===== src/mips_pkg.sv =====
package mips_pkg;

	// Data and address width
	localparam int XLEN       = 32;
	localparam int REG_ADDR_W = 5;   // Register index width

	localparam int OPCODE_W = 6;
	localparam int FUNCT_W  = 6;
	localparam int SHAMT_W  = 5;
	localparam int IMM_W    = 16;

	// Field positions in the instruction word
	localparam int OPCODE_LSB = 26;
	localparam int RS_LSB     = 21;
	localparam int RT_LSB     = 16;
	localparam int RD_LSB     = 11;
	localparam int SHAMT_LSB  = 6;

	typedef enum logic [OPCODE_W-1:0] {
		OP_RTYPE = 6'b000000,
		OP_ADDI  = 6'b001000,
		OP_ADDIU = 6'b001001,
		OP_SLTI  = 6'b001010,
		OP_SLTIU = 6'b001011,
		OP_ORI   = 6'b001101,
		OP_XORI  = 6'b001110,
		OP_LUI   = 6'b001111
	} opcode_e;

	typedef enum logic [FUNCT_W-1:0] {
		F_SLL  = 6'b000000,
		F_SRL  = 6'b000010,
		F_SRA  = 6'b000011,
		F_ADD  = 6'b100000,
		F_ADDU = 6'b100001,
		F_SUB  = 6'b100010,
		F_SUBU = 6'b100011,
		F_AND  = 6'b100100,
		F_OR   = 6'b100101,
		F_XOR  = 6'b100110,
		F_NOR  = 6'b100111,
		F_SLT  = 6'b101010,
		F_SLTU = 6'b101011
	} funct_e;

	typedef enum logic [3:0] {
		ALU_ADD, ALU_SUB, ALU_AND, ALU_OR,
		ALU_XOR, ALU_NOR, ALU_SLT, ALU_SLTU,
		ALU_SLL, ALU_SRL, ALU_SRA, ALU_LUI
	} alu_op_e;

endpackage


===== src/alu.sv =====
`timescale 1ns/100ps

module alu (
	input  logic                            clock,
	input  logic                            arst_n,
	input  logic                            d_valid,
	input  logic [mips_pkg::XLEN-1:0]       d_pc,
	input  mips_pkg::alu_op_e               d_op,
	input  logic [mips_pkg::REG_ADDR_W-1:0] d_dest,
	input  logic [mips_pkg::XLEN-1:0]       d_a,
	input  logic [mips_pkg::XLEN-1:0]       d_b,
	input  logic [mips_pkg::SHAMT_W-1:0]    d_shamt,
	output logic                            result_valid,
	output logic [mips_pkg::XLEN-1:0]       result_pc,
	output logic [mips_pkg::REG_ADDR_W-1:0] result_dest,
	output logic [mips_pkg::XLEN-1:0]       result_value
);

	localparam int XLEN  = mips_pkg::XLEN;
	localparam int IMM_W = mips_pkg::IMM_W;

	logic [XLEN-1:0] value;

	always_comb begin
		case (d_op)
			mips_pkg::ALU_ADD:  value = d_a + d_b;
			mips_pkg::ALU_SUB:  value = d_a - d_b;
			mips_pkg::ALU_AND:  value = d_a & d_b;
			mips_pkg::ALU_OR:   value = d_a | d_b;
			mips_pkg::ALU_XOR:  value = d_a ^ d_b;
			mips_pkg::ALU_NOR:  value = ~(d_a | d_b);
			mips_pkg::ALU_SLT:  value = {{(XLEN-1){1'b0}}, $signed(d_a) < $signed(d_b)};
			mips_pkg::ALU_SLTU: value = {{(XLEN-1){1'b0}}, d_a < d_b};
			mips_pkg::ALU_SLL:  value = d_b << d_shamt;
			mips_pkg::ALU_SRL:  value = d_b >> d_shamt;
			mips_pkg::ALU_SRA:  value = $signed(d_b) >>> d_shamt;
			mips_pkg::ALU_LUI:  value = {d_b[XLEN-IMM_W-1:0], {IMM_W{1'b0}}};   // Imm to upper half
			default:            value = '0;
		endcase
	end

	always_ff @(posedge clock or negedge arst_n) begin
		if (!arst_n) begin
			result_valid <= 1'b0;
		end else begin
			result_valid <= d_valid;
		end
	end

	always_ff @(posedge clock) begin
		result_pc    <= d_pc;
		result_dest  <= d_dest;
		result_value <= value;
	end

endmodule


===== config.mk =====
export PLATFORM = sky130hd
export DESIGN_NAME = alu
export DESIGN_NICKNAME = d
export VERILOG_FILES = /design/src/mips_pkg.sv /design/src/alu.sv
export SDC_FILE = /design/constraint.sdc
export NUM_CORES = 1
export LEC_CHECK = 0
export BUFFER_PORTS_ARGS = -buffer_cell sky130_fd_sc_hd__buf_2
export CORE_ASPECT_RATIO = 1.2
export CORE_MARGIN = 2
export CORE_UTILIZATION = 53
export DETAILED_ROUTE_END_ITERATION = 16
export GPL_ROUTABILITY_DRIVEN = 0
export PLACE_DENSITY = 0.79
export SLEW_MARGIN = 15
export SYNTH_ARGS = -nofsm -noshare
export SYNTH_HDL_FRONTEND = slang
export SYNTH_SLANG_ARGS = --single-unit

===== constraint.sdc =====
create_clock -name clock -period 0.8 [get_ports clock]
set_input_delay 0.04 -clock clock [delete_from_list [all_inputs] [get_ports clock]]
set_output_delay 0.04 -clock clock [all_outputs]
set_load 0.01 [all_outputs]

==> results of run 1 <==
## cell families after synthesis
kind of cell	share of synthesized area (%)
buf+inv	8.035
compound gates	34.00
xor+xnor	0.08334
fa+ha+maj	12.05
mux	13.80
simple gates	18.66
flops	13.38
## metal layers
layer  global-route usage (%)  overflow
met2                    106.7       379
met4                    101.0       227
met5                    61.84         4
met3                    77.91        16
met1                    85.59        15
## what timing repair did
action / 4_1_cts
endpoints found under the hold margin: 39
pin swaps: 103
endpoints found under the setup margin: 101
setup buffers: 37
gates resized for setup: 326
gates cloned: 1
hold buffers: 40
## through the flow
step | setup TNS [ps] | instances | utilization [%]
after detailed placement | -55670 | 2313 | 81.96
after CTS | -39110 | 2404 | 94.01
after global placement | -52940 | 2313 | 81.96
after floorplan | -35880 | 1447 | -
==> flow_summary.ini, run 1 <==
[outcome]
stop_stage = 5_1_grt
outcome = aborted with a tool error
error_line = [ERROR GRT-0116] Global routing finished with congestion. Check the congestion regions in the DRC Viewer.

[placement]
portBuffers = 182
place_area_mm2 = 0.01596
post-place-ws_ps = -2075
dp_hpwl_um = 45220

[logic_synthesis]
synth_top_cell_by_area = dfxtp_1
synth.yosys.seq_area_share_pct = 13.38
avgSynthCellArea_um2 = 7.264
yosys_warnings = 0
syn_nets = 1660
synthArstFlopShare_pct = 1.429
synthTopCellsByCount = nand2_1 (160), nor2_1 (127), a21oi_1 (112)
syn_inst = 1447
synth_top_flop_cell = dfxtp_1
yosysMostFrequentCell = nand2_1
ys_ff_latch = 70
synth_cell_types = 86
synthTopCellsByArea = dfxtp_1 (13%), ha_1 (12%), mux4_2 (6.0%)
synth_edf_count = 0
synth_top_area_share_pct = 13.14
syn_area_mm2 = 0.01051

[floorplanning]
std_cell_rows = 56
start_util_pct = 53.96
die-width_um = 132.6
ios = 183
die_h_um = 158.3

[grt]
grt-ovfl-total = 641
grt_pass1_wl_um = 150200
grt_usage_pct = 91.16
grt_pass1_vias = 22830
grt_max_degree = 33

[clocking]
cts_root_buf = clkbuf_16
htree_levels = 3
cts_buffers = 9
cts_sinks = 70
clockBufferDepth = 2
==> inputs of run 2 (changes only) <==
CORE_ASPECT_RATIO = not set   (was 1.2)
CORE_UTILIZATION = 40   (was 53)
PLACE_DENSITY = not set   (was 0.79)
PLACE_DENSITY_LB_ADDON = 0.15   (was not set)
clock period = 1.05 ns   (was 0.8 ns; I/O delays follow)
==> run 2 against run 1 <==
- the flow now finishes, with violations (setup timing)
- synthesized cell count is the same
- area after synthesis is the same
==> flow_summary.ini, run 2 <==
[outcome]
outcome = finished, violations left
violations = setup timing

[floorplanning]
core-area_mm2 = 0.02591
die-width_um = 166.1
dieArea_mm2 = 0.02759
ios = 183
std_cell_rows = 59
die_h_um = 166.1
start_util_pct = 40.57

[sta]
fin_hold_ws_ps = 176.8
setup_ws_ps = -1370
grt_setup_unrepaired = true
setup_violations = 32
finalCritPeriodShare_pct = 230.5
slew_headroom_pct = 57.67
finalSetupTns_ps = -32910
drv_slew = 0
finalCriticalPeriod_ps = 2420
final-hold-violation-count = 0
worst_pin_slew_ps = 618.9
fmax_mhz = 413.2

[setup_path]
crit_type = in2reg
crit_fanout = 5
startpoint_type = input port
arrival_ps = 2680
cp_data_required_time_ps = 1310
end_kind = flip-flop

[logic_synthesis]
synthTopCellsByCount = nand2_1 (160), nor2_1 (127), a21oi_1 (112)
ys_ff_latch = 70
syn_inst = 1447
syn_nets = 1660
yosysMostFrequentCell = nand2_1
synth_top_cell_by_area = dfxtp_1
synth_top_flop_cell = dfxtp_1
synthMuxAreaShare_pct = 13.80
avgSynthCellArea_um2 = 7.264
syn_area_mm2 = 0.01051
synth_fa_ha_area_share_pct = 12.05
synth_top_family_by_area = compound AO/OA/AOI/OAI gates
synth_simple_gate_area_share_pct = 18.66
synth_edf_count = 0
synthXorXnorAreaFrac_pct = 0.08332
synth_cell_types = 86
synth_compound_area_share_pct = 34.00
yosys_warnings = 0
synth.yosys.seq_area_share_pct = 13.38
synthTopCellsByArea = dfxtp_1 (13%), ha_1 (12%), mux4_2 (6.0%)
synth_top_area_share_pct = 13.14
synthArstFlopShare_pct = 1.429

[route]
dr.first_iter.drc_count = 2274
antenna_left = 0
drc = 0
vias = 15940
wl_per_cell_um = 23.90
wl_um = 60530
drt-vias-per-instance = 6.296
first_pass_iters = 6

[clocking]
cts_tree = done
cts_buffers = 9
cts_root_buf = clkbuf_16
htree_levels = 3
clockBufferDepth = 2
cts_sinks = 70
clk_pin_slew_ps = 80

[layout]
fill_cells = 1875
antennaDiodeCount = 0
layout_commonest_cell = buf_4
drive_gt1_share_pct = 52.16
area_growth_syn_to_layout_pct = 83.42
final_cells = 2532
largestRegisters = result_pc x32, result_value x32, result_dest x5
layout_common_cells = buf_4 (559), buf_2 (157), nand2_1 (152)
nets = 2405

[placement]
portBuffers = 182
place_inst = 2394
post-place-ws_ps = -1707
dp_hpwl_um = 44140

[pwr]
seqPwrFrac_pct = 18.8
pwr_density_cell_mw_per_mm2 = 836.4
p_int_mw = 9.368
swShare_pct = 41.91
ir_worst_vdd_mv = 0.8985
power.leakage_nw = 8.850
p_comb_share_pct = 61.2
switching_power_mw = 6.758
pwr-share-clk_pct = 20.0

[run]
max_cap_viol_count = 0

[grt]
grt_pass1_vias = 15100
grt-ovfl-total = 0
grt_usage_pct = 40.64
grt_pass1_wl_um = 87590
grt_max_degree = 45
antenna_found_initial = 0

[hold_path]
hp-class = in2reg
## run 2: kinds of logic after synthesis
family / Yosys count
compound gates: 523
simple gates: 433
buf+inv: 213
mux: 107
fa+ha+maj: 100
flops: 70
xor+xnor: 1
## run 2: final cells by class
type	count	area, um2	area share, %
Tap cell	335	419.2	2.174
Timing Repair Buffer	847	6685	34.67
Clock inverter	7	63.81	0.3310
Sequential cell	70	1406	7.294
Clock buffer	9	225.2	1.168
Inverter	100	426.7	2.213
Multi-Input combinational cell	1164	10050	52.15
## run 2: critical path, stage by stage
cell       delay [ps]
buf_2             130
buf_4             180
ha_2              250
a21o_1            140
a21oi_1            80
o21bai_1          340
a2111oi_0         170
nor3_1            540
a2111oi_4         120
nor4_2            390
mux2_4            210
o22ai_1            60
## run 2: power groups by stage
stage	Sequential, mW	Combinational (mW)	Clock, mW
global placement	3.08	7.67	0
detailed placement	3.08	7.77	0
CTS	3.02	8.75	3.21
floorplan	3.22	3.80	0
global route	3.05	10.3	3.32
finish	3.03	9.86	3.23
## run 2: repair_timing
| item | CTS | global route |
|---|---|---|
| gates resized for setup | 256 | 138 |
| endpoints found under the setup margin | 32 | 32 |
| endpoints found under the hold margin | 39 | 0 |
| gates cloned | 1 | 0 |
| hold buffers | 40 | 0 |
| setup buffers | 44 | 51 |
| pin swaps | 100 | 81 |
## run 2: metrics by stage
stage	power, mW	instance area [um2]	utilization, %
floorplan	7.024	11350	-
global placement	10.75	16200	62.51
detailed placement	10.85	16200	62.51
CTS	14.99	18260	70.46
global route	16.65	19280	74.41
finish	16.13	19280	74.41
## run 2: per-layer routing
layer / wire length, um / track usage (%)
met1: 21600 / 49.12
met2: 26000 / 63.05
met3: 7410 / 10.49
met4: 5519 / 28.54
met5: 0 / 0
## run 2: worst paths after layout
path                       startpoint                to  slack (ps)  cells after the start
worst min-delay path           d_a[9]   result_value[9]         180                      5
worst max-delay path          d_b[22]  result_value[30]       -1370                     12
max in group asynchronous      arst_n      result_valid         410                      3
min in group asynchronous      arst_n      result_valid         540                      3
No activity file was read; power rests on OpenSTA's default activity.
