## config.mk

```make
export PLATFORM = sky130hd
export DESIGN_NAME = decode_unit
export DESIGN_NICKNAME = d
export VERILOG_FILES = /design/src/mips_pkg.sv /design/src/decode_unit.sv
export SDC_FILE = /design/constraint.sdc
export NUM_CORES = 1
export LEC_CHECK = 0
export BUFFER_PORTS_ARGS = -buffer_cell sky130_fd_sc_hd__buf_4
export CORE_AREA = 2 2 99 101
export CTS_BUF_LIST = sky130_fd_sc_hd__clkbuf_16
export DETAILED_ROUTE_END_ITERATION = 10
export DIE_AREA = 0 0 101 103
export GPL_ROUTABILITY_DRIVEN = 1
export PLACE_DENSITY = 0.7
export SLEW_MARGIN = 25
export SYNTH_ARGS = -nofsm -noshare
export SYNTH_HDL_FRONTEND = slang
export SYNTH_SLANG_ARGS = --single-unit
```

## constraint.sdc

```tcl
create_clock -name clock -period 1.35 [get_ports clock]
set_clock_uncertainty 0.1 [all_clocks]
set_input_delay 0.405 -clock clock [delete_from_list [all_inputs] [get_ports clock]]
set_output_delay 0.405 -clock clock [all_outputs]
set_load 0.01 [all_outputs]
```

## src/mips_pkg.sv

```systemverilog
package mips_pkg;

	// Data and address width
	localparam int XLEN       = 32;
	localparam int REG_ADDR_W = 5;   // Register index width

	localparam int OPCODE_W = 6;
	localparam int FUNCT_W  = 6;
	localparam int SHAMT_W  = 5;
	localparam int IMM_W    = 16;

	// Field positions in the instruction word
	localparam int OPCODE_LSB = 26;
	localparam int RS_LSB     = 21;
	localparam int RT_LSB     = 16;
	localparam int RD_LSB     = 11;
	localparam int SHAMT_LSB  = 6;

	typedef enum logic [OPCODE_W-1:0] {
		OP_RTYPE = 6'b000000,
		OP_ADDI  = 6'b001000,
		OP_ADDIU = 6'b001001,
		OP_SLTI  = 6'b001010,
		OP_SLTIU = 6'b001011,
		OP_ORI   = 6'b001101,
		OP_XORI  = 6'b001110,
		OP_LUI   = 6'b001111
	} opcode_e;

	typedef enum logic [FUNCT_W-1:0] {
		F_SLL  = 6'b000000,
		F_SRL  = 6'b000010,
		F_SRA  = 6'b000011,
		F_ADD  = 6'b100000,
		F_ADDU = 6'b100001,
		F_SUB  = 6'b100010,
		F_SUBU = 6'b100011,
		F_AND  = 6'b100100,
		F_OR   = 6'b100101,
		F_XOR  = 6'b100110,
		F_NOR  = 6'b100111,
		F_SLT  = 6'b101010,
		F_SLTU = 6'b101011
	} funct_e;

	typedef enum logic [3:0] {
		ALU_ADD, ALU_SUB, ALU_AND, ALU_OR,
		ALU_XOR, ALU_NOR, ALU_SLT, ALU_SLTU,
		ALU_SLL, ALU_SRL, ALU_SRA, ALU_LUI
	} alu_op_e;

endpackage

```

## src/decode_unit.sv

```systemverilog
`timescale 1ns/100ps

module decode_unit (
	input  logic                            clock,
	input  logic                            arst_n,
	input  logic                            f_valid,
	input  logic [mips_pkg::XLEN-1:0]       f_pc,
	input  logic [mips_pkg::XLEN-1:0]       insn,
	input  logic [mips_pkg::XLEN-1:0]       rs_data,
	input  logic [mips_pkg::XLEN-1:0]       rt_data,
	output logic [mips_pkg::REG_ADDR_W-1:0] rs_addr,
	output logic [mips_pkg::REG_ADDR_W-1:0] rt_addr,
	output logic                            d_valid,
	output logic [mips_pkg::XLEN-1:0]       d_pc,
	output mips_pkg::alu_op_e               d_op,
	output logic [mips_pkg::REG_ADDR_W-1:0] d_dest,
	output logic [mips_pkg::XLEN-1:0]       d_a,
	output logic [mips_pkg::XLEN-1:0]       d_b,
	output logic [mips_pkg::SHAMT_W-1:0]    d_shamt
);

	mips_pkg::opcode_e                opcode;
	mips_pkg::funct_e                 funct;
	mips_pkg::alu_op_e                op;
	logic [mips_pkg::REG_ADDR_W-1:0]  rd_field;
	logic [mips_pkg::REG_ADDR_W-1:0]  dest;
	logic [mips_pkg::IMM_W-1:0]       imm;
	logic [mips_pkg::XLEN-1:0]        imm_ext;
	logic supported;
	logic use_imm;
	logic sign_ext;

	assign opcode   = mips_pkg::opcode_e'(insn[mips_pkg::OPCODE_LSB +: mips_pkg::OPCODE_W]);
	assign funct    = mips_pkg::funct_e'(insn[mips_pkg::FUNCT_W-1:0]);
	assign rs_addr  = insn[mips_pkg::RS_LSB +: mips_pkg::REG_ADDR_W];
	assign rt_addr  = insn[mips_pkg::RT_LSB +: mips_pkg::REG_ADDR_W];
	assign rd_field = insn[mips_pkg::RD_LSB +: mips_pkg::REG_ADDR_W];
	assign imm      = insn[mips_pkg::IMM_W-1:0];
	assign imm_ext  = sign_ext ? {{(mips_pkg::XLEN-mips_pkg::IMM_W){imm[mips_pkg::IMM_W-1]}}, imm}
	                           : {{(mips_pkg::XLEN-mips_pkg::IMM_W){1'b0}}, imm};

	always_comb begin
		op        = mips_pkg::ALU_ADD;
		supported = 1'b1;
		use_imm   = 1'b1;
		sign_ext  = 1'b0;
		dest      = rt_addr;   // I-type writes rt
		case (opcode)
			mips_pkg::OP_RTYPE: begin
				use_imm = 1'b0;
				dest    = rd_field;
				case (funct)
					mips_pkg::F_ADD, mips_pkg::F_ADDU: op = mips_pkg::ALU_ADD;   // No overflow trap
					mips_pkg::F_SUB, mips_pkg::F_SUBU: op = mips_pkg::ALU_SUB;
					mips_pkg::F_AND:  op = mips_pkg::ALU_AND;
					mips_pkg::F_OR:   op = mips_pkg::ALU_OR;
					mips_pkg::F_XOR:  op = mips_pkg::ALU_XOR;
					mips_pkg::F_NOR:  op = mips_pkg::ALU_NOR;
					mips_pkg::F_SLT:  op = mips_pkg::ALU_SLT;
					mips_pkg::F_SLTU: op = mips_pkg::ALU_SLTU;
					mips_pkg::F_SLL:  op = mips_pkg::ALU_SLL;
					mips_pkg::F_SRL:  op = mips_pkg::ALU_SRL;
					mips_pkg::F_SRA:  op = mips_pkg::ALU_SRA;
					default: supported = 1'b0;
				endcase
			end
			mips_pkg::OP_ADDI, mips_pkg::OP_ADDIU: sign_ext = 1'b1;
			mips_pkg::OP_SLTI: begin
				op       = mips_pkg::ALU_SLT;
				sign_ext = 1'b1;
			end
			mips_pkg::OP_SLTIU: begin
				op       = mips_pkg::ALU_SLTU;
				sign_ext = 1'b1;   // Sign-extended, then compared unsigned
			end
			mips_pkg::OP_ORI:  op = mips_pkg::ALU_OR;
			mips_pkg::OP_XORI: op = mips_pkg::ALU_XOR;
			mips_pkg::OP_LUI:  op = mips_pkg::ALU_LUI;
			default: supported = 1'b0;   // Loads, stores, branches retire silently
		endcase
	end

	always_ff @(posedge clock or negedge arst_n) begin
		if (!arst_n) begin
			d_valid <= 1'b0;
		end else begin
			d_valid <= f_valid && supported && (dest != '0);
		end
	end

	always_ff @(posedge clock) begin
		d_pc    <= f_pc;
		d_op    <= op;
		d_dest  <= dest;
		d_a     <= rs_data;
		d_b     <= use_imm ? imm_ext : rt_data;
		d_shamt <= insn[mips_pkg::SHAMT_LSB +: mips_pkg::SHAMT_W];
	end

endmodule

```

==> impl_results.md <==
* Peak VDD IR at 498 µV
* CP cell instances: buf_6
* Routing usage on met2 at 0.298
* I/O Pins at 252
* Vias in the first global route at 2,449
* Final antenna diode count at 0
* Post-Synth Adder-Cell Area at 0
* Max stage delay on crit path at 0.38 ns
* Rel. slew slack at 0.844
* Final hold violation count at 0
* Multi-input gate area at 673 µm²
* # fillers at 826
* Wire per inst at 14.7 µm
* Post-Route WL at 9.30 mm
* Post-synthesis cell area at 3040 µm²
* Total design power at 6940 µW
* Post-Synth Simple-Gate Area at 0.133
* Critical-path top delay cell: dfrtp_1
* Kind of cell adding the most delay to the critical path: flip-flops
* Total Routing Usage GR at 0.165
* Post-Syn Nets at 385
* Die ar. at 10,400 µm²
* Root Driver: clkbuf_16
* Synth Area in XOR/XNOR at 0.00288
* Largest fanout on the critical path at 1
* First-pass GRT wire length at 12.8 mm
* Fraction of registers with async set/reset at 0.00901
* #FFs+latches synth at 111
* Chip width at 101 µm
* Pin count of the biggest net entering global routing at 23
* Core box area at 9460 µm²
* Hold Crit Start: rs_data[3]
* Area leader, netlist: dfxtp_1
* Yosys top cell area share at 0.725
* Final Slew Violations at 0
* P_leak at 0.00283 µW
* Worst slew pin tran at 0.232 ns
* Num CTS Buffers at 9
* Share of cells above drive strength 1 at 0.565
* Final min period at 1.34 ns
* CTS H-tree lvls at 3
* Vias at 2,658
* CP endpoint kind: primary output
* Grt ovf at 0
* Number of synthesized flops with an enable pin at 0
* RSZ-0062 raised after global routing: yes
* Synth Instances at 254
* Die Y at 103 µm
* Worst setup startpoint: d_valid
* DR DRC count at 0
* Syn avg cell area at 12.0 µm²
* Sequential cell area at 2230 µm²
* Clk sink count at 111
* Detailed Routing Iterations Pass 1 at 5
* Power per cell area at 1290 nW/µm²
* Synth top area cells: dfxtp_1 72%, nand2_1 7.8%, a21o_1 4.0%, buf_4 3.2%, dfrtp_1 0.82%
* Vias/cell at 4.20
* Detailed Place HPWL at 7.47 mm
* Placer Congestion at 0.868
* Status: complete, no violations
* Crit path kind: reg -> out
* Largest family of logic cells by synthesized area: simple AND/OR/NAND/NOR gates
* Mux cell area share after synthesis at 0.00329
* Fin Setup TNS at 0 ns
* Hold Path Class: in -> reg
* Hold slack final at 0.0658 ns
* CTS tree: yes
* Fmax at 746 MHz
* Top-count cell post-synth: dfxtp_1
* Row Count at 36
* Iter 0 DRT Violations at 20
* Nets at 645
* Sequential-to-total area share from yosys stat at 0.733
* Ys flop type: dfxtp_1
* Port bufs at 241
* Startpoint types: flip-flop
* Clock Pin Slew Worst Setup and Hold Paths at 0.07 ns
* Final setup vio count at 0
* Arr. time, crit path at 0.84 ns
* Layout area overhead at 77.3%
* Max_cap viols at 0
* Worst EP required at 0.85 ns
* Final period utilization at 0.994
* Synth unique cells at 33
* Compound-Gate Fraction of Synth Area at 0.0778
* Synth cell count leaders: 110 x dfxtp_1, 63 x nand2_1, 16 x a21o_1
* DRT antenna net count at 0
* Initial antenna violation count at 1
* Initial Util at 0.321
* Yosys warns at 0
* CTS max path bufs at 2
* Gr busiest metal: met2
* Buf/Inv on CP at 1
* GR Util met1 at 0.181
* Met3 Use GR at 0.0502
registers in the layout, indices dropped and copies added (netlist names):
signal	count
d_valid	1
d_b	32
d_a	32
d_pc	32
d_dest	5
d_shamt	5
d_op	4
where the power goes:
group	switching, µW	internal [µW]	leakage, µW
clock	1190	1450	0.000149
sequential	44.0	3430	0.000935
combinational	304	516	0.00175
routing by layer:
layer | part of all wire | vias up
met5 | 0 | -
met4 | 0.017 | 0
met3 | 0.090 | 15
met2 | 0.53 | 143
met1 | 0.36 | 1166
li1 | - | 1334
cell usage in the layout (no fill, tap or decap), drive strengths merged:
master	Yosys	routed
and3	1	1
a21o	16	16
nor3b	1	1
nor2	5	5
o32ai	2	2
nand2	63	63
o21ai	5	5
dfrtp	1	1
xor2	1	1
clkinv	0	2
bufinv	0	1
mux2i	1	1
nor3	5	5
and2b	1	1
o22ai	1	1
a21oi	3	3
clkbuf	2	9
buf	18	268
nand2b	2	2
a41o	1	1
clkinvlp	0	1
and2	1	1
nor4	1	1
or4	2	2
nand3	5	5
inv	2	5
dfxtp	110	110
dlygate4sd3	0	1
o22a	1	1
a31oi	1	1
a311o	2	2
worst paths after layout:
path / endpoint / slack, ns / cells after the start
max in group asynchronous: d_valid / 0.78 / 2
worst max-delay path: d_valid / 0.009 / 1
worst min-delay path: d_a[3] / 0.07 / 1
min in group asynchronous: d_valid / 0.28 / 2
stage by stage:
stage	setup WS, ns	cells	utilization	area (µm²)
6_report	0.00863	633	0.569	5390
5_1_grt	-0.0388	633	0.569	5390
4_1_cts	-0.0130	633	0.569	5390
3_5_place_dp	-0.218	616	0.537	5070
3_3_place_gp	-0.188	616	0.537	5070
2_1_floorplan	-0.117	254	-	3070
cells by family (layout without fill, tap and decap cells):
| family | Yosys count | after routing |
|---|---|---|
| xor gates and xnor gates | 1 | 1 |
| and+or+nand+nor | 87 | 87 |
| muxes | 1 | 1 |
| AOI/OAI and AO/OA | 32 | 32 |
| buffers and inverters | 22 | 287 |
| DFF | 111 | 111 |
what timing repair did:
item,in CTS,in global routing
setup buffers,0,0
endpoints found under the hold margin,1,0
gates resized for setup,1,0
setup endpoints to repair,1,1
pin swaps,0,0
hold buffers,1,0
cloned,0,0
layout make-up:
class	instances	share of cell area
clock inverter	7	0.0132
timing repair buffer	269	0.378
inverter	2	0.00139
multi-input combinational	121	0.125
tap	114	0.0265
sequential	111	0.414
clock buffer	9	0.0418
Power figures use the tool's default switching activity.
