$ cat config.mk
export PLATFORM = sky130hd
export DESIGN_NAME = fetch_unit
export DESIGN_NICKNAME = d
export VERILOG_FILES = /design/src/mips_pkg.sv /design/src/fetch_unit.sv
export SDC_FILE = /design/constraint.sdc
export NUM_CORES = 1
export LEC_CHECK = 0
export BUFFER_PORTS_ARGS = -buffer_cell sky130_fd_sc_hd__buf_4
export CORE_MARGIN = 2
export CORE_UTILIZATION = 45
export CTS_CLUSTER_DIAMETER = 40
export DETAILED_ROUTE_END_ITERATION = 6
export PLACE_DENSITY = 0.72
export SKIP_CTS_REPAIR_TIMING = 1
export SLEW_MARGIN = 20
export SYNTH_ARGS = -nofsm -noshare
export SYNTH_HDL_FRONTEND = slang
export SYNTH_SLANG_ARGS = --single-unit
$ cat constraint.sdc
create_clock -name clock -period 1.45 [get_ports clock]
set_input_delay 0.2175 -clock clock [delete_from_list [all_inputs] [get_ports clock]]
set_output_delay 0.2175 -clock clock [all_outputs]
set_load 0.02 [all_outputs]
$ cat src/mips_pkg.sv
package mips_pkg;

	// Data and address width
	localparam int XLEN       = 32;
	localparam int REG_ADDR_W = 5;   // Register index width

	localparam int OPCODE_W = 6;
	localparam int FUNCT_W  = 6;
	localparam int SHAMT_W  = 5;
	localparam int IMM_W    = 16;

	// Field positions in the instruction word
	localparam int OPCODE_LSB = 26;
	localparam int RS_LSB     = 21;
	localparam int RT_LSB     = 16;
	localparam int RD_LSB     = 11;
	localparam int SHAMT_LSB  = 6;

	typedef enum logic [OPCODE_W-1:0] {
		OP_RTYPE = 6'b000000,
		OP_ADDI  = 6'b001000,
		OP_ADDIU = 6'b001001,
		OP_SLTI  = 6'b001010,
		OP_SLTIU = 6'b001011,
		OP_ORI   = 6'b001101,
		OP_XORI  = 6'b001110,
		OP_LUI   = 6'b001111
	} opcode_e;

	typedef enum logic [FUNCT_W-1:0] {
		F_SLL  = 6'b000000,
		F_SRL  = 6'b000010,
		F_SRA  = 6'b000011,
		F_ADD  = 6'b100000,
		F_ADDU = 6'b100001,
		F_SUB  = 6'b100010,
		F_SUBU = 6'b100011,
		F_AND  = 6'b100100,
		F_OR   = 6'b100101,
		F_XOR  = 6'b100110,
		F_NOR  = 6'b100111,
		F_SLT  = 6'b101010,
		F_SLTU = 6'b101011
	} funct_e;

	typedef enum logic [3:0] {
		ALU_ADD, ALU_SUB, ALU_AND, ALU_OR,
		ALU_XOR, ALU_NOR, ALU_SLT, ALU_SLTU,
		ALU_SLL, ALU_SRL, ALU_SRA, ALU_LUI
	} alu_op_e;

endpackage

$ cat src/fetch_unit.sv
`timescale 1ns/100ps

module fetch_unit #(
	parameter int                        MEM_WORDS = 1024,
	parameter logic [mips_pkg::XLEN-1:0] START_PC  = 32'h8002_0000
) (
	input  logic                         clock,
	input  logic                         arst_n,
	input  logic                         run,
	output logic                         fetch_en,
	output logic [$clog2(MEM_WORDS)-1:0] fetch_addr,
	output logic                         f_valid,
	output logic [mips_pkg::XLEN-1:0]    f_pc
);

	localparam int AW = $clog2(MEM_WORDS);

	logic [mips_pkg::XLEN-1:0] pc;
	logic [mips_pkg::XLEN-1:0] pc_offset;

	assign fetch_en   = run;
	assign pc_offset  = pc - START_PC;
	assign fetch_addr = pc_offset[AW+1:2];   // Byte offset to word index

	always_ff @(posedge clock or negedge arst_n) begin
		if (!arst_n) begin
			pc      <= START_PC;
			f_valid <= 1'b0;
		end else begin
			f_valid <= run;
			if (run) begin
				pc <= pc + 32'd4;
			end
		end
	end

	// Lines up with insn out of the memory
	always_ff @(posedge clock) begin
		f_pc <= pc;
	end

endmodule

==> reports/results.ini, run 1 <==
[worst_setup_path]
arrival_ps = 1640
critPathKind = reg -> reg
worstPathMaxFanout = 14
cp-start-kind = flop
end_kind = flop
cp.required_ps = 1670

[finish]
final_cell_mix = 70 x buf_4, 30 x dfxtp_1, 29 x dfrtp_1
antenna_cells = 0
area_growth_syn_to_layout_pct = 37.5
final_cells = 289
layout-drive-gt1-share_pct = 41.4
layout.nets = 236
final_common_cell = buf_4
fill_cells = 322
final_core_util_pct = 65.2

[timing]
fin_worst_skew_ps = 5.95
hold_viol = 0
clock.fmax_mhz = 703
maxSlewViolCount = 0
final.hold.worst_slack_ps = 158
grt_setup_unrepaired = true
min_period_ps = 1420
finalSetupViolCount = 0
finalCritPeriodShare_pct = 98.1

[floorplan]
die_x_um = 72.2
io_pins = 47
placementRows = 24
core-area_um2 = 4410
die_h_um = 72.2
fp.dieArea_um2 = 5220
start_util_pct = 47.4

[pwr]
powerDensity_nw_per_um2 = 1610
vdd.ir_drop.worst_v = 0.000958
p_leak_nw = 1.36

[clocking]
root_buffer = clkbuf_8
clock_sinks = 61
clock_latency_ps = 340
clkTransAtPathRegs_ps = 60
clock_tree.buffer_depth = 2
cts_tree = yes
cts_made_buffers = 9
cts_htree_levels = 3

[detailed_routing]
post-route-drc-count = 0
drt_iter0_drc = 23
via_count = 1404
drt-total-wl_um = 4000
wl_per_cell_um = 13.8
ant_nets = 0
first_pass_iters = 4
vias_per_cell = 4.86

[place]
place_inst = 267
dp_hpwl_um = 2770
gp_congestion = 0.737
io_buffers = 44

[status]
status = complete, no violations

[synthesis]
mappedNetlistArea_um2 = 2090
ys_types = 22
yosys_warnings = 0
synth_edf_count = 0
synthCells = 161
synth.area.top_cells = dfrtp_1 35%, dfxtp_1 29%, xnor2_1 10%
synth_top_area_share_pct = 34.6
synth_ff_type = dfxtp_1
yosys.area.top_type = dfrtp_1
ys_seq_elements = 61
yosysSeqAreaShare_pct = 65.8
async_flop_share_pct = 50.8
syn_area_per_cell_um2 = 13.0

[global_routing]
grt_max_degree = 32
grt_overflow = 0
grt_pass1_vias = 1399
grt_pass1_wl_um = 6360
grt_antenna_before_repair = 0
grt_usage_pct = 16.9

[run]
max-cap-violations = 0

[min_path]
min_path_type = in -> reg

==> kinds of logic after synthesis <==
| logic type | after synthesis | share of synthesized area, % |
|---|---|---|
| XOR/XNOR | 29 | 12.1 |
| adder cells (fa/ha/maj) | 1 | 0.597 |
| buffers and inverters | 16 | 5.56 |
| flip-flops | 61 | 65.8 |
| multiplexers | 1 | 0.538 |
| other | 1 | 0.179 |
| AND/OR/NAND/NOR | 52 | 15.2 |
==> layout make-up <==
| type | instances | area [um2] | share of cell area, % |
|---|---|---|---|
| Sequential cell | 61 | 1380 | 47.9 |
| Tap cell | 52 | 65.1 | 2.26 |
| Multi-Input combinational cell | 85 | 636 | 22.1 |
| Timing Repair Buffer | 73 | 567 | 19.7 |
| Clock buffer | 12 | 155 | 5.39 |
| Clock inverter | 4 | 70.1 | 2.43 |
| Inverter | 2 | 7.51 | 0.261 |
==> cell usage after synthesis, drive strengths merged (2+ instances only) <==
cell	count
nand4	11
dfstp	2
xnor2	24
dfrtp	29
nand2	10
buf	14
nor4	3
dfxtp	30
xor2	5
nand3	11
and4	4
nor2	6
and3	5
inv	2
==> final timing paths <==
check | startpoint | endpoint | slack (ps) | depth (start not counted)
min reg2reg | pc[31]$_DFFE_PN1P_ | f_pc[31]$_DFF_P_ | 420 | 0
max in group asynchronous | arst_n | pc[31]$_DFFE_PN1P_ | 770 | 2
min | run | f_valid$_DFF_PN0_ | 160 | 2
max reg2reg | pc[14]$_DFFE_PN0P_ | pc[25]$_DFFE_PN0P_ | 30 | 5
min in group asynchronous | arst_n | pc[2]$_DFFE_PN0P_ | 350 | 2
max | pc[14]$_DFFE_PN0P_ | pc[25]$_DFFE_PN0P_ | 30 | 5
==> power breakdown <==
part	leakage, nW	total, W	internal, W	switching [W]
sequential	0.650	0.00197	0.00188	0.0000940
combinational	0.592	0.00101	0.000477	0.000535
clock	0.116	0.00166	0.00106	0.000606
==> sequential cells by signal, summed over array words and instances, names as in the netlist <==
| name | flops |
|---|---|
| pc | 30 |
| f_valid | 1 |
| f_pc | 30 |
==> worst max-delay path, cell delays in order (launching register included) <==
cell     delay (ps)
dfrtp_1         350
nand4_1         160
nor4_4          360
buf_12          170
nand4_1         120
xnor2_1         150
==> routing by layer <==
metal / global-route usage (%) / routed length (um) / vias up
li1: - / - / 676
met1: 17.3 / 1600 / 689
met2: 29.1 / 2090 / 28
met3: 4.72 / 160 / 11
met4: 12.6 / 141 / 0
met5: 0 / 0 / -
==> through the flow <==
stage | worst slack [ps] | power (W) | setup TNS [ps] | area, um2
6_report | 27.1 | 0.00465 | 0 | 2880
5_1_grt | -93.1 | 0.00483 | -604 | 2880
4_1_cts | -43.9 | 0.00463 | -274 | 2800
3_5_place_dp | -17.0 | 0.00295 | -74.2 | 2570
3_3_place_gp | 44.7 | 0.00292 | 0 | 2570
2_1_floorplan | -11.2 | 0.00257 | -11.2 | 2100
(Power assumes the default switching activity.)
==> run 2, diff against run 1 <==
- BUFFER_PORTS_ARGS: -buffer_cell sky130_fd_sc_hd__buf_4 -> default
- DONT_BUFFER_PORTS: default -> 1
- GPL_TIMING_DRIVEN: default -> 0
- PLACE_DENSITY: 0.72 -> 0.63
==> run 2 against run 1 <==
The run now ends with setup timing left. Global-route usage shrank 2.1 points. Clock power shrank 21%. First-iteration DRC count grew to 4.3 times the previous value. Via count shrank 12%. Routed wire length shrank 7.0%. Count of clock-buffer cells in the layout is the same. Register-to-register slack lost 180 ps. Final cell count shrank 15%. Non-clock buffer count shrank 42. Utilization shrank 5.2 points. Largest cell class unchanged. Largest power group unchanged.
==> reports/results.ini, run 2 (synthesis results as in run 1) <==
[floorplan]
start_util_pct = 47.4  ; unchanged
io_pins = 47  ; unchanged
die_x_um = 72.2  ; unchanged
die_h_um = 72.2  ; unchanged
core-area_um2 = 4410  ; unchanged
placementRows = 24  ; unchanged
fp.dieArea_um2 = 5220  ; unchanged

[finish]
antenna_cells = 0  ; unchanged
final_cell_area_um2 = 2650  ; -8.0%
area_growth_syn_to_layout_pct = 26.4
layout.nets = 194  ; -18%
final_cell_mix = 30 x dfxtp_1, 23 x buf_4, 22 x dfrtp_1
layout-drive-gt1-share_pct = 39.5  ; -1.9 points
final_common_cell = dfxtp_1
largestRegisters = f_pc: 30 flops, pc: 30 flops, f_valid: 1 flops

[place]
io_buffers = 0  ; -100%
placed_cell_area_um2 = 2170  ; -16%
gp_congestion = 0.707  ; -4.1%
dp_hpwl_um = 2240  ; -19%
dp_slack_ps = -249  ; -232 ps

[run]
max-cap-violations = 0  ; unchanged

[pwr]
powerDensity_nw_per_um2 = 1530  ; -5.2%
p_leak_nw = 1.14  ; -16%
vdd.ir_drop.worst_v = 0.000978  ; +2.1%
power_w = 0.00405  ; -13%

[timing]
min_period_ps = 1600  ; +180 ps
hold_viol = 0  ; unchanged
timing.final.ws_setup_ps = -153  ; -180 ps
finalCritPeriodShare_pct = 111  ; +12 points
finalSetupViolCount = 17  ; +17
fin_worst_skew_ps = 9.69  ; +3.74 ps
maxSlewViolCount = 0  ; unchanged
grt_setup_unrepaired = true
clock.fmax_mhz = 624  ; -11%

[min_path]
hold_start = run
min_path_type = in -> reg
min_path_cells = 1  ; -1
hold_end = pc[3]$_DFFE_PN0P_

[status]
status = complete, but fails checks
violations = setup timing

[detailed_routing]
ant_nets = 0  ; unchanged
drt-total-wl_um = 3720  ; -7.0%
first_pass_iters = 4  ; unchanged
vias_per_cell = 4.98  ; +2.6%
drt_iter0_drc = 100  ; +330%
wl_per_cell_um = 15.0  ; +8.8%
post-route-drc-count = 0  ; unchanged
via_count = 1231  ; -12%

[worst_setup_path]
critPathTopFamily = simple AND/OR/NAND/NOR gates
worstPathMaxFanout = 8  ; -6
cp-start-kind = flop
end_kind = flop
rr_worst_depth = 5  ; unchanged
cp.required_ps = 1660  ; about the same
r2r-start = pc[3]$_DFFE_PN0P_
rrSetupSlack_ps = -150  ; -180 ps
arrival_ps = 1820  ; +180 ps
critPathKind = reg -> reg
critPathMaxStageDelay_ps = 420  ; +60 ps
worst_path_max_delay_cell = dfrtp_2
cp_num_buf_inv = 0  ; -1
worstPathCellList = ha_4 > nand4_1 > nor2_4 > nand3_1 > xnor2_2
timing.rr.end = pc[16]$_DFFE_PN0P_

[global_routing]
grt_antenna_before_repair = 0  ; unchanged
grt_pass1_wl_um = 5720  ; -10%
grt_max_degree = 32  ; unchanged
grt_pass1_vias = 1153  ; -18%
grt_usage_pct = 14.8  ; -2.1 points
grt_overflow = 0  ; unchanged

[clocking]
cts_htree_levels = 3  ; unchanged
cts_made_buffers = 9  ; unchanged
clock_sinks = 61  ; unchanged
root_buffer = clkbuf_8
cts_tree = yes
clkTransAtPathRegs_ps = 60  ; about the same
clock_latency_ps = 330  ; about the same
clock_tree.buffer_depth = 2  ; unchanged

run 2: where the power goes:
group / switching [W] / total, W / internal [W]
logic: 0.000271 / 0.000537 / 0.000266
registers: 0.000313 / 0.00220 / 0.00189
clock network: 0.000607 / 0.00131 / 0.000704
total: 0.00119 / 0.00405 / 0.00286
run 2: final cells by class:
type / count / area [um2]
Tap cell: 52 / 65.1
Sequential cell: 61 / 1390
Inverter: 2 / 7.51
Timing Repair Buffer: 17 / 160
Buffer: 14 / 109
Fill cell: 366 / 1770
Clock inverter: 4 / 22.5
Clock buffer: 12 / 155
Multi-Input combinational cell: 85 / 741
run 2: per-layer routing:
metal	vias up	wire (um)	share of wire (%)	global-route usage [%]
met4	0	84	2.3	10.1
met5	-	0	0	0
met1	593	1710	46	20.5
li1	593	-	-	-
met2	35	1760	47	20.1
met3	10	163	4.4	4.17
run 2: through the flow:
stage          cells  setup TNS (ps)  utilization (%)  hold slack, ps
2_1_floorplan    162           -11.2                -           -78.1
3_3_place_gp     214           -2730             49.1           -77.4
3_5_place_dp     214           -3460             49.1           -77.4
4_1_cts          230           -3600             53.1            -441
5_1_grt          247           -3280             60.0            36.0
6_report         247           -1690             60.0            46.3
run 2: how the worst max path moves through the flow:
stage	to	slack, ps	startpoint	cells past startpoint
finish	pc[16]$_DFFE_PN0P_	-150	pc[3]$_DFFE_PN0P_	5
global route	pc[28]$_DFFE_PN0P_	-290	pc[3]$_DFFE_PN0P_	5
CTS	pc[28]$_DFFE_PN0P_	-260	pc[2]$_DFFE_PN0P_	5
detailed placement	pc[16]$_DFFE_PN0P_	-250	pc[2]$_DFFE_PN0P_	5
global placement	pc[28]$_DFFE_PN0P_	-210	pc[2]$_DFFE_PN0P_	5
floorplan	pc[14]$_DFFE_PN0P_	-10	pc[2]$_DFFE_PN0P_	5
